==> config.mk <==
export PLATFORM = sky130hd
export DESIGN_NAME = rv_core_top
export DESIGN_NICKNAME = d
export VERILOG_FILES = /design/src/verilog/rv_core_pkg.sv /design/src/verilog/rv_controller.sv /design/src/verilog/rv_fetch.sv /design/src/verilog/rv_decode.sv /design/src/verilog/rv_execute.sv /design/src/verilog/rv_reg_file.sv /design/src/verilog/rv_core_top.sv
export SDC_FILE = /design/constraint.sdc
export NUM_CORES = 2
export LEC_CHECK = 0
export CORE_MARGIN = 10
export CORE_UTILIZATION = 53
export CTS_BUF_LIST = sky130_fd_sc_hd__clkbuf_4
export CTS_CLUSTER_DIAMETER = 30
export DETAILED_ROUTE_END_ITERATION = 8
export DONT_BUFFER_PORTS = 1
export GPL_ROUTABILITY_DRIVEN = 0
export PLACE_DENSITY = 0.64
export SYNTH_ARGS = -nofsm -noshare
export SYNTH_HDL_FRONTEND = slang
export SYNTH_SLANG_ARGS = --single-unit
==> constraint.sdc <==
create_clock -name clk -period 16.1 [get_ports clk]
set_clock_uncertainty 0.2 [all_clocks]
set_input_delay 3.22 -clock clk [delete_from_list [all_inputs] [get_ports clk]]
set_output_delay 3.22 -clock clk [all_outputs]
set_load 0.005 [all_outputs]
==> src/verilog/rv_core_pkg.sv <==
// --------------------------------------------------
// rv_core_pkg: shared widths and encodings for the
// multi-cycle RV32I core
// --------------------------------------------------

package rv_core_pkg;

    // --------------------------------------------------
    // widths
    // --------------------------------------------------
    localparam int XLEN          = 32;
    localparam int REG_ADDR_BITS = 5;
    localparam int MEM_ADDR_BITS = 10;
    localparam int PC_STEP       = 4;

    // major opcodes, bits [6:0] of the instruction
    typedef enum logic [6:0] {
        OPC_OP_IMM = 7'b0010011,
        OPC_OP     = 7'b0110011,
        OPC_LUI    = 7'b0110111,
        OPC_SYSTEM = 7'b1110011
    } opcode_e;

    // operations seen by execute
    typedef enum logic [2:0] {
        ALU_ADD,
        ALU_SUB,
        ALU_PASS_IMM,
        ALU_HALT,
        ALU_NOP
    } alu_op_e;

    // controller states, one instruction per lap
    typedef enum logic [2:0] {
        ST_PAUSED,
        ST_FETCH,
        ST_WAIT,
        ST_DECODE,
        ST_EXECUTE
    } ctl_state_e;

endpackage

==> src/verilog/rv_controller.sv <==
// --------------------------------------------------
// rv_controller: FSM stepping fetch, wait, decode and
// execute, with start and halt
// --------------------------------------------------
`timescale 1ns/1ps

module rv_controller (
    input  logic clk,
    input  logic rst_n_i,
    input  logic start_i,
    input  logic halt_i,
    output logic fetch_init_o,
    output logic fetch_req_o,
    output logic ir_load_o,
    output logic decode_en_o,
    output logic exe_en_o,
    output logic paused_o
);

    rv_core_pkg::ctl_state_e state_q;
    rv_core_pkg::ctl_state_e state_d;

    always_ff @(posedge clk) begin
        if (!rst_n_i) begin
            state_q <= rv_core_pkg::ST_PAUSED;
        end else begin
            state_q <= state_d;
        end
    end

    // one state per cycle, no stalls
    always_comb begin
        state_d = state_q;
        case (state_q)
            rv_core_pkg::ST_PAUSED: begin
                if (start_i) begin
                    state_d = rv_core_pkg::ST_FETCH;
                end
            end
            rv_core_pkg::ST_FETCH:   state_d = rv_core_pkg::ST_WAIT;
            rv_core_pkg::ST_WAIT:    state_d = rv_core_pkg::ST_DECODE;
            rv_core_pkg::ST_DECODE:  state_d = rv_core_pkg::ST_EXECUTE;
            rv_core_pkg::ST_EXECUTE: begin
                // ebreak drops back to the debugger
                state_d = halt_i ? rv_core_pkg::ST_PAUSED : rv_core_pkg::ST_FETCH;
            end
            default: state_d = rv_core_pkg::ST_PAUSED;
        endcase
    end

    // --------------------------------------------------
    // strobes, decoded from state
    // --------------------------------------------------
    assign paused_o     = (state_q == rv_core_pkg::ST_PAUSED);
    assign fetch_init_o = paused_o && start_i;
    assign fetch_req_o  = (state_q == rv_core_pkg::ST_FETCH);
    assign ir_load_o    = (state_q == rv_core_pkg::ST_WAIT);
    assign decode_en_o  = (state_q == rv_core_pkg::ST_DECODE);
    assign exe_en_o     = (state_q == rv_core_pkg::ST_EXECUTE);

endmodule

==> src/verilog/rv_fetch.sv <==
// --------------------------------------------------
// rv_fetch: PC and IR registers, code-memory read
// --------------------------------------------------
`timescale 1ns/1ps

module rv_fetch (
    input  logic                                    clk,
    input  logic                                    rst_n_i,
    input  logic                                    fetch_init_i,
    input  logic [rv_core_pkg::XLEN-1:0]            start_address_i,
    input  logic                                    fetch_req_i,
    input  logic                                    ir_load_i,
    input  logic                                    pc_advance_i,
    input  logic [rv_core_pkg::XLEN-1:0]            mem_read_data_i,
    output logic                                    mem_re_o,
    output logic [rv_core_pkg::MEM_ADDR_BITS-1:0]   mem_addr_o,
    output logic [rv_core_pkg::XLEN-1:0]            pc_o,
    output logic [rv_core_pkg::XLEN-1:0]            ir_o
);

    logic [rv_core_pkg::XLEN-1:0] pc_q;
    logic [rv_core_pkg::XLEN-1:0] ir_q;

    // --------------------------------------------------
    // program counter
    // --------------------------------------------------
    always_ff @(posedge clk) begin
        if (!rst_n_i) begin
            pc_q <= '0;
        end else if (fetch_init_i) begin
            pc_q <= start_address_i;
        end else if (pc_advance_i) begin
            pc_q <= pc_q + rv_core_pkg::XLEN'(rv_core_pkg::PC_STEP);
        end
    end

    // --------------------------------------------------
    // instruction register
    // --------------------------------------------------
    // read data arrives one cycle after the request
    always_ff @(posedge clk) begin
        if (!rst_n_i) begin
            ir_q <= '0;
        end else if (ir_load_i) begin
            ir_q <= mem_read_data_i;
        end
    end

    // word address, byte offset dropped
    assign mem_re_o   = fetch_req_i;
    assign mem_addr_o = pc_q[rv_core_pkg::MEM_ADDR_BITS+1:2];

    assign pc_o = pc_q;
    assign ir_o = ir_q;

endmodule

==> src/verilog/rv_decode.sv <==
// --------------------------------------------------
// rv_decode: registered decode of register fields,
// immediate and ALU operation
// --------------------------------------------------
`timescale 1ns/1ps

module rv_decode (
    input  logic                                    clk,
    input  logic                                    rst_n_i,
    input  logic                                    decode_en_i,
    input  logic [rv_core_pkg::XLEN-1:0]            ir_i,
    output logic [rv_core_pkg::REG_ADDR_BITS-1:0]   rs1_o,
    output logic [rv_core_pkg::REG_ADDR_BITS-1:0]   rs2_o,
    output logic [rv_core_pkg::REG_ADDR_BITS-1:0]   rd_o,
    output logic [rv_core_pkg::XLEN-1:0]            imm_o,
    output rv_core_pkg::alu_op_e                    alu_op_o
);

    localparam logic [rv_core_pkg::XLEN-1:0] EBREAK_INSN = 32'h0010_0073;

    rv_core_pkg::opcode_e                   opcode;
    logic [2:0]                             funct3;
    logic [6:0]                             funct7;
    logic [rv_core_pkg::REG_ADDR_BITS-1:0]  rs2_d;
    logic [rv_core_pkg::XLEN-1:0]           imm_d;
    rv_core_pkg::alu_op_e                   alu_op_d;

    assign opcode = rv_core_pkg::opcode_e'(ir_i[6:0]);
    assign funct3 = ir_i[14:12];
    assign funct7 = ir_i[31:25];

    // execute sums rs1, rs2 and imm for ALU_ADD,
    // so the operand that the instruction lacks is zeroed here
    always_comb begin
        alu_op_d = rv_core_pkg::ALU_NOP;
        rs2_d    = ir_i[24:20];
        imm_d    = {{20{ir_i[31]}}, ir_i[31:20]};
        case (opcode)
            rv_core_pkg::OPC_OP_IMM: begin
                if (funct3 == 3'b000) begin
                    alu_op_d = rv_core_pkg::ALU_ADD;
                    rs2_d    = '0;
                end
            end
            rv_core_pkg::OPC_OP: begin
                imm_d = '0;
                if (funct3 == 3'b000 && funct7 == 7'b0000000) begin
                    alu_op_d = rv_core_pkg::ALU_ADD;
                end else if (funct3 == 3'b000 && funct7 == 7'b0100000) begin
                    alu_op_d = rv_core_pkg::ALU_SUB;
                end
            end
            rv_core_pkg::OPC_LUI: begin
                alu_op_d = rv_core_pkg::ALU_PASS_IMM;
                imm_d    = {ir_i[31:12], 12'b0};
            end
            rv_core_pkg::OPC_SYSTEM: begin
                if (ir_i == EBREAK_INSN) begin
                    alu_op_d = rv_core_pkg::ALU_HALT;
                end
            end
            default: begin
                // anything else retires as a nop
                alu_op_d = rv_core_pkg::ALU_NOP;
            end
        endcase
    end

    always_ff @(posedge clk) begin
        if (!rst_n_i) begin
            rs1_o    <= '0;
            rs2_o    <= '0;
            rd_o     <= '0;
            imm_o    <= '0;
            alu_op_o <= rv_core_pkg::ALU_NOP;
        end else if (decode_en_i) begin
            rs1_o    <= ir_i[19:15];
            rs2_o    <= rs2_d;
            rd_o     <= ir_i[11:7];
            imm_o    <= imm_d;
            alu_op_o <= alu_op_d;
        end
    end

endmodule

==> src/verilog/rv_execute.sv <==
// --------------------------------------------------
// rv_execute: ALU, write-back request and halt flag
// --------------------------------------------------
`timescale 1ns/1ps

module rv_execute (
    input  logic                                    exe_en_i,
    input  rv_core_pkg::alu_op_e                    alu_op_i,
    input  logic [rv_core_pkg::REG_ADDR_BITS-1:0]   rd_i,
    input  logic [rv_core_pkg::XLEN-1:0]            imm_i,
    input  logic [rv_core_pkg::XLEN-1:0]            rs1_data_i,
    input  logic [rv_core_pkg::XLEN-1:0]            rs2_data_i,
    output logic                                    rd_we_o,
    output logic [rv_core_pkg::REG_ADDR_BITS-1:0]   rd_addr_o,
    output logic [rv_core_pkg::XLEN-1:0]            rd_data_o,
    output logic                                    pc_advance_o,
    output logic                                    halt_o
);

    logic writes_rd;

    // addi and add share one adder, decode zeroes the unused operand
    always_comb begin
        case (alu_op_i)
            rv_core_pkg::ALU_ADD:      rd_data_o = rs1_data_i + rs2_data_i + imm_i;
            rv_core_pkg::ALU_SUB:      rd_data_o = rs1_data_i - rs2_data_i;
            rv_core_pkg::ALU_PASS_IMM: rd_data_o = imm_i;
            default:                   rd_data_o = '0;
        endcase
    end

    assign writes_rd = (alu_op_i == rv_core_pkg::ALU_ADD)
                    || (alu_op_i == rv_core_pkg::ALU_SUB)
                    || (alu_op_i == rv_core_pkg::ALU_PASS_IMM);

    assign rd_we_o      = exe_en_i && writes_rd;
    assign rd_addr_o    = rd_i;
    assign halt_o       = exe_en_i && (alu_op_i == rv_core_pkg::ALU_HALT);
    // pc holds on ebreak so peek shows the halt address
    assign pc_advance_o = exe_en_i && (alu_op_i != rv_core_pkg::ALU_HALT);

endmodule

==> src/verilog/rv_reg_file.sv <==
// --------------------------------------------------
// rv_reg_file: 32 x 32 register file, debugger port
// muxed in while paused
// --------------------------------------------------
`timescale 1ns/1ps

module rv_reg_file (
    input  logic                                    clk,
    input  logic                                    rst_n_i,
    input  logic                                    paused_i,
    input  logic [rv_core_pkg::REG_ADDR_BITS-1:0]   rs1_addr_i,
    input  logic [rv_core_pkg::REG_ADDR_BITS-1:0]   rs2_addr_i,
    input  logic                                    rd_we_i,
    input  logic [rv_core_pkg::REG_ADDR_BITS-1:0]   rd_addr_i,
    input  logic [rv_core_pkg::XLEN-1:0]            rd_data_i,
    input  logic [rv_core_pkg::REG_ADDR_BITS-1:0]   ocd_reg_read_addr_i,
    input  logic                                    ocd_reg_we_i,
    input  logic [rv_core_pkg::REG_ADDR_BITS-1:0]   ocd_reg_write_addr_i,
    input  logic [rv_core_pkg::XLEN-1:0]            ocd_reg_write_data_i,
    output logic [rv_core_pkg::XLEN-1:0]            rs1_data_o,
    output logic [rv_core_pkg::XLEN-1:0]            rs2_data_o
);

    // x0 has no storage
    logic [rv_core_pkg::XLEN-1:0]           regs [1:31];

    logic                                   wr_en;
    logic [rv_core_pkg::REG_ADDR_BITS-1:0]  wr_addr;
    logic [rv_core_pkg::XLEN-1:0]           wr_data;
    logic [rv_core_pkg::REG_ADDR_BITS-1:0]  rd2_addr;

    // --------------------------------------------------
    // debugger owns write port and read port 2 while paused
    // --------------------------------------------------
    assign wr_en    = paused_i ? ocd_reg_we_i         : rd_we_i;
    assign wr_addr  = paused_i ? ocd_reg_write_addr_i : rd_addr_i;
    assign wr_data  = paused_i ? ocd_reg_write_data_i : rd_data_i;
    assign rd2_addr = paused_i ? ocd_reg_read_addr_i  : rs2_addr_i;

    always_ff @(posedge clk) begin
        if (!rst_n_i) begin
            for (int i = 1; i < 32; i++) begin
                regs[i] <= '0;
            end
        end else if (wr_en && wr_addr != '0) begin
            regs[wr_addr] <= wr_data;
        end
    end

    function automatic logic [rv_core_pkg::XLEN-1:0] read_reg(
        input logic [rv_core_pkg::REG_ADDR_BITS-1:0] addr
    );
        if (addr == '0) begin
            return '0;
        end
        return regs[addr];
    endfunction

    // combinational reads
    always_comb begin
        rs1_data_o = read_reg(rs1_addr_i);
        rs2_data_o = read_reg(rd2_addr);
    end

endmodule

==> src/verilog/rv_core_top.sv <==
// --------------------------------------------------
// rv_core_top: multi-cycle RV32I core, wires controller,
// fetch, decode, execute and register file
// --------------------------------------------------
`timescale 1ns/1ps

module rv_core_top (
    input  logic                                    clk,
    input  logic                                    rst_n_i,
    input  logic                                    start_i,
    input  logic [rv_core_pkg::XLEN-1:0]            start_address_i,
    output logic                                    mem_re_o,
    output logic [rv_core_pkg::MEM_ADDR_BITS-1:0]   mem_addr_o,
    input  logic [rv_core_pkg::XLEN-1:0]            mem_read_data_i,
    input  logic [rv_core_pkg::REG_ADDR_BITS-1:0]   ocd_reg_read_addr_i,
    input  logic                                    ocd_reg_we_i,
    input  logic [rv_core_pkg::REG_ADDR_BITS-1:0]   ocd_reg_write_addr_i,
    input  logic [rv_core_pkg::XLEN-1:0]            ocd_reg_write_data_i,
    output logic [rv_core_pkg::XLEN-1:0]            ocd_reg_data_o,
    output logic                                    processor_paused_o,
    output logic [rv_core_pkg::XLEN-1:0]            peek_pc_o,
    output logic [rv_core_pkg::XLEN-1:0]            peek_ir_o
);

    // --------------------------------------------------
    // internal wires
    // --------------------------------------------------
    logic                                   fetch_init;
    logic                                   fetch_req;
    logic                                   ir_load;
    logic                                   decode_en;
    logic                                   exe_en;
    logic                                   paused;
    logic                                   halt;
    logic                                   pc_advance;
    logic [rv_core_pkg::XLEN-1:0]           pc;
    logic [rv_core_pkg::XLEN-1:0]           ir;
    logic [rv_core_pkg::REG_ADDR_BITS-1:0]  rs1;
    logic [rv_core_pkg::REG_ADDR_BITS-1:0]  rs2;
    logic [rv_core_pkg::REG_ADDR_BITS-1:0]  rd;
    logic [rv_core_pkg::XLEN-1:0]           imm;
    rv_core_pkg::alu_op_e                   alu_op;
    logic [rv_core_pkg::XLEN-1:0]           rs1_data;
    logic [rv_core_pkg::XLEN-1:0]           rs2_data;
    logic                                   rd_we;
    logic [rv_core_pkg::REG_ADDR_BITS-1:0]  rd_addr;
    logic [rv_core_pkg::XLEN-1:0]           rd_data;

    // second read port doubles as the debugger read while paused
    assign ocd_reg_data_o     = rs2_data;
    assign processor_paused_o = paused;
    assign peek_pc_o          = pc;
    assign peek_ir_o          = ir;

    rv_controller rv_controller_inst (
        .clk          (clk),
        .rst_n_i      (rst_n_i),
        .start_i      (start_i),
        .halt_i       (halt),
        .fetch_init_o (fetch_init),
        .fetch_req_o  (fetch_req),
        .ir_load_o    (ir_load),
        .decode_en_o  (decode_en),
        .exe_en_o     (exe_en),
        .paused_o     (paused)
    );

    rv_fetch rv_fetch_inst (
        .clk             (clk),
        .rst_n_i         (rst_n_i),
        .fetch_init_i    (fetch_init),
        .start_address_i (start_address_i),
        .fetch_req_i     (fetch_req),
        .ir_load_i       (ir_load),
        .pc_advance_i    (pc_advance),
        .mem_read_data_i (mem_read_data_i),
        .mem_re_o        (mem_re_o),
        .mem_addr_o      (mem_addr_o),
        .pc_o            (pc),
        .ir_o            (ir)
    );

    rv_decode rv_decode_inst (
        .clk         (clk),
        .rst_n_i     (rst_n_i),
        .decode_en_i (decode_en),
        .ir_i        (ir),
        .rs1_o       (rs1),
        .rs2_o       (rs2),
        .rd_o        (rd),
        .imm_o       (imm),
        .alu_op_o    (alu_op)
    );

    rv_execute rv_execute_inst (
        .exe_en_i     (exe_en),
        .alu_op_i     (alu_op),
        .rd_i         (rd),
        .imm_i        (imm),
        .rs1_data_i   (rs1_data),
        .rs2_data_i   (rs2_data),
        .rd_we_o      (rd_we),
        .rd_addr_o    (rd_addr),
        .rd_data_o    (rd_data),
        .pc_advance_o (pc_advance),
        .halt_o       (halt)
    );

    rv_reg_file rv_reg_file_inst (
        .clk                  (clk),
        .rst_n_i              (rst_n_i),
        .paused_i             (paused),
        .rs1_addr_i           (rs1),
        .rs2_addr_i           (rs2),
        .rd_we_i              (rd_we),
        .rd_addr_i            (rd_addr),
        .rd_data_i            (rd_data),
        .ocd_reg_read_addr_i  (ocd_reg_read_addr_i),
        .ocd_reg_we_i         (ocd_reg_we_i),
        .ocd_reg_write_addr_i (ocd_reg_write_addr_i),
        .ocd_reg_write_data_i (ocd_reg_write_data_i),
        .rs1_data_o           (rs1_data),
        .rs2_data_o           (rs2_data)
    );

endmodule

==> reports/qor.csv <==
metric,value,unit
Final Hold Fails,0,
CTS Buf Count,336,
die width,367,um
Die ar.,135000,sq um
status,"finished, final reports clean",
ANT nets after route,0,
Peak VDD IR,81.2,uV
htree depth,5,
post-route clock period utilization,67.0,%
Comb pwr share,21.8,%
DR iter-0 viols,9280,
internal power,0.00525,W
Starting Density,53.3,%
initial antenna violation count,11,
setup bufs post-CTS,0,
Leak,25.8,nW
total negative setup slack,0,ns
CTS clock-pin slew for the worst setup and hold paths,0.06,ns
pwr dens,114,nW/um^2
CP Launch Type,flip-flop,
Row Count,127,
total number of vias,54276,
synth cell count leaders,"nand2_1 (1318), edfxtp_1 (1024), nor2_1 (895)",
post-synthesis sequential area ratio,52.0,%
clock root cell,clkbuf_4,
Crit path required time,12.68,ns
Die H,367,um
ys async rst share,0,%
"Distinct cells, synth",80,
I/O Buffers,0,
Post-synth EDFFs,1024,
Max Buffers Root-to-Sink,4,
Ports,218,
Layout area overhead,8.73,%
GRT Total Usage,35.8,%
Clk pwr share,34.5,%
pins over their slew limit,0,
max cap viols,0,
ys flop type,edfxtp_1,
CP Capture Type,output pin,
synthesized cell area,63800,sq um
Sequential Power Share,43.7,%
placed cell area,65300,sq um
Critical Path Max Stage Delay,0.94,ns
post-synth top area share,48.2,%
vias in the first global route,52186,
fin crit period,10.79,ns
Syn Area/Cell,10.1,sq um
post-DP HPWL,139000,um
core box area,120000,sq um
"count leader, synth",nand2_1,
Highest Clock Rate,0.0927,GHz
# resized after CTS,0,
CP Class,reg -> out,
nets@finish,6419,
Switch Pwr,0.00264,W
total grt overflow,0,
slew margin rel.,16.4,%
setup violators final,0,
CP Max Fanout,177,
Multi-input gate area,28700,sq um
via/cell ratio,6.73,
Finished Cell Area,69400,sq um
CTS tree,built,
Routed WL,249000,um
crit path cell chain,or3_2 > inv_2 > buf_4 > mux2_8 > buf_12 > buf_4 > nand2_1 > nand3_1 > nand3_1 > nand3_1 > nand3_1 > a21o_1 > inv_1,
Synth Instances,6302,
Net Sw Frac,33.5,%
Hold Path Class,reg -> reg,
CP most frequent cell,nand3_1,
DRC errors left,0,
"FF+latch count, synth",1146,
clock sink count,1146,
fraction of layout cells with a size suffix above 1,17.4,%
first-pass GRT wire length,355000,um
largest net degree at the start of global routing,178,
Fillers,10435,
"Clk Latency, worst-skew pair",1.34,ns
Synth area leader,edfxtp_1,
RSZ-0062 raised after global routing,false,
Pre-antenna DRT Iters,6,
WL/cell,30.9,um
Synth area leaders,"edfxtp_1 (48%), mux4_2 (11%), nand2_1 (7.8%)",
worst slew pin tran,1.25,ns
hold buffers post-CTS,0,
total number of yosys warnings,0,
Reg area,33200,sq um
worst-path cell with the longest stage delay,buf_4,
arrival time at the worst endpoint,7.37,ns
-- per-layer routing --
metal	vias to the layer above	routed length (um)	track usage [%]
met5	-	12	0
met4	2	18000	23.4
met3	938	36000	10.8
met2	4526	110000	53.6
met1	26274	85400	45.1
li1	22536	-	-
-- state kept, by name (all words and copies together), names as in the netlist, named ones only --
signal / cells
rv_decode_inst.rs2_o: 5
rv_reg_file_inst.regs: 1024
rv_decode_inst.alu_op_o: 3
rv_decode_inst.rd_o: 5
rv_controller_inst.state_q: 3
rv_decode_inst.rs1_o: 5
rv_fetch_inst.ir_o: 32
rv_decode_inst.imm_o: 32
rv_fetch_inst.pc_o: 32
-- worst paths after layout --
check,cells after the start,slack [ns],start,to
setup reg to reg,25,5.90,rv_controller_inst.state_q[1],rv_reg_file_inst.regs[4][28]
hold / removal,2,0.23,rv_decode_inst.rs1_o[1],flip-flop
hold reg to reg,2,0.23,rv_decode_inst.rs1_o[1],flip-flop
setup / recovery,13,5.31,rv_controller_inst.state_q[1],ocd_reg_data_o[29]
-- power groups by stage --
stage	clock, W	sequential [W]	combinational [W]
2_1_floorplan	0	0.00347	0.00107
3_3_place_gp	0	0.00350	0.00163
3_5_place_dp	0	0.00351	0.00165
4_1_cts	0.00273	0.00345	0.00165
5_1_grt	0.00291	0.00346	0.00180
6_report	0.00272	0.00345	0.00172
-- through the flow --
step	hold WS (ns)	std cells	utilization, %	setup WS (ns)	power (W)
final	0.233	8059	57.9	5.31	0.00789
after global placement	0.257	7488	54.5	5.30	0.00513
after global routing	0.253	8057	57.9	5.15	0.00817
after CTS	0.243	8051	57.9	5.61	0.00783
after floorplan	0.244	6333	-	7.12	0.00455
after detailed placement	0.262	7488	54.5	5.20	0.00516
-- kinds of logic after synthesis --
logic type,count (synthesis),share of synthesized area [%]
flip-flops,1146,52.0
adder cells (fa/ha/maj),95,2.25
XOR/XNOR,76,1.06
AO/OA/AOI/OAI,500,5.23
AND/OR/NAND/NOR,3433,23.1
other,1,0.00588
multiplexers,379,12.2
buffers and inverters,672,4.11
-- cells in the final DEF (no fill, tap or decap), drive strengths merged, types with 12 or more instances in the layout --
| master | count |
|---|---|
| clkinv | 84 |
| buf | 134 |
| xor2 | 30 |
| and3 | 15 |
| inv | 85 |
| mux2i | 54 |
| ha | 62 |
| nand4 | 14 |
| nor2 | 896 |
| clkbuf | 468 |
| nand2b | 15 |
| nand2 | 1318 |
| conb | 32 |
| a21o | 75 |
| dfxtp | 122 |
| nand3 | 863 |
| nor2b | 12 |
| a31oi | 40 |
| fa | 33 |
| a22oi | 14 |
| a211oi | 24 |
| edfxtp | 1024 |
| nor3 | 251 |
| a21oi | 136 |
| xnor2 | 45 |
| o21ai | 54 |
| o211ai | 70 |
| mux4 | 320 |
-- critical path, delay by kind of cell, from the launching register on --
| family | cells | cell delay (ns) |
|---|---|---|
| compound gates | 1 | 0.34 |
| mux | 1 | 0.73 |
| simple gates | 6 | 1.46 |
| flops | 1 | 0.42 |
| buf+inv | 5 | 2.79 |
-- cell type report --
type | instances | share of cell area, %
inverter | 81 | 0.440
multi-input combinational | 4515 | 41.3
timing repair buffer | 134 | 1.56
tap | 1612 | 2.91
sequential | 1146 | 47.9
antenna | 8 | 0.0288
clock buffer | 468 | 5.06
clock inverter | 95 | 0.802
Note: power is estimated with default switching activity, not from simulation.
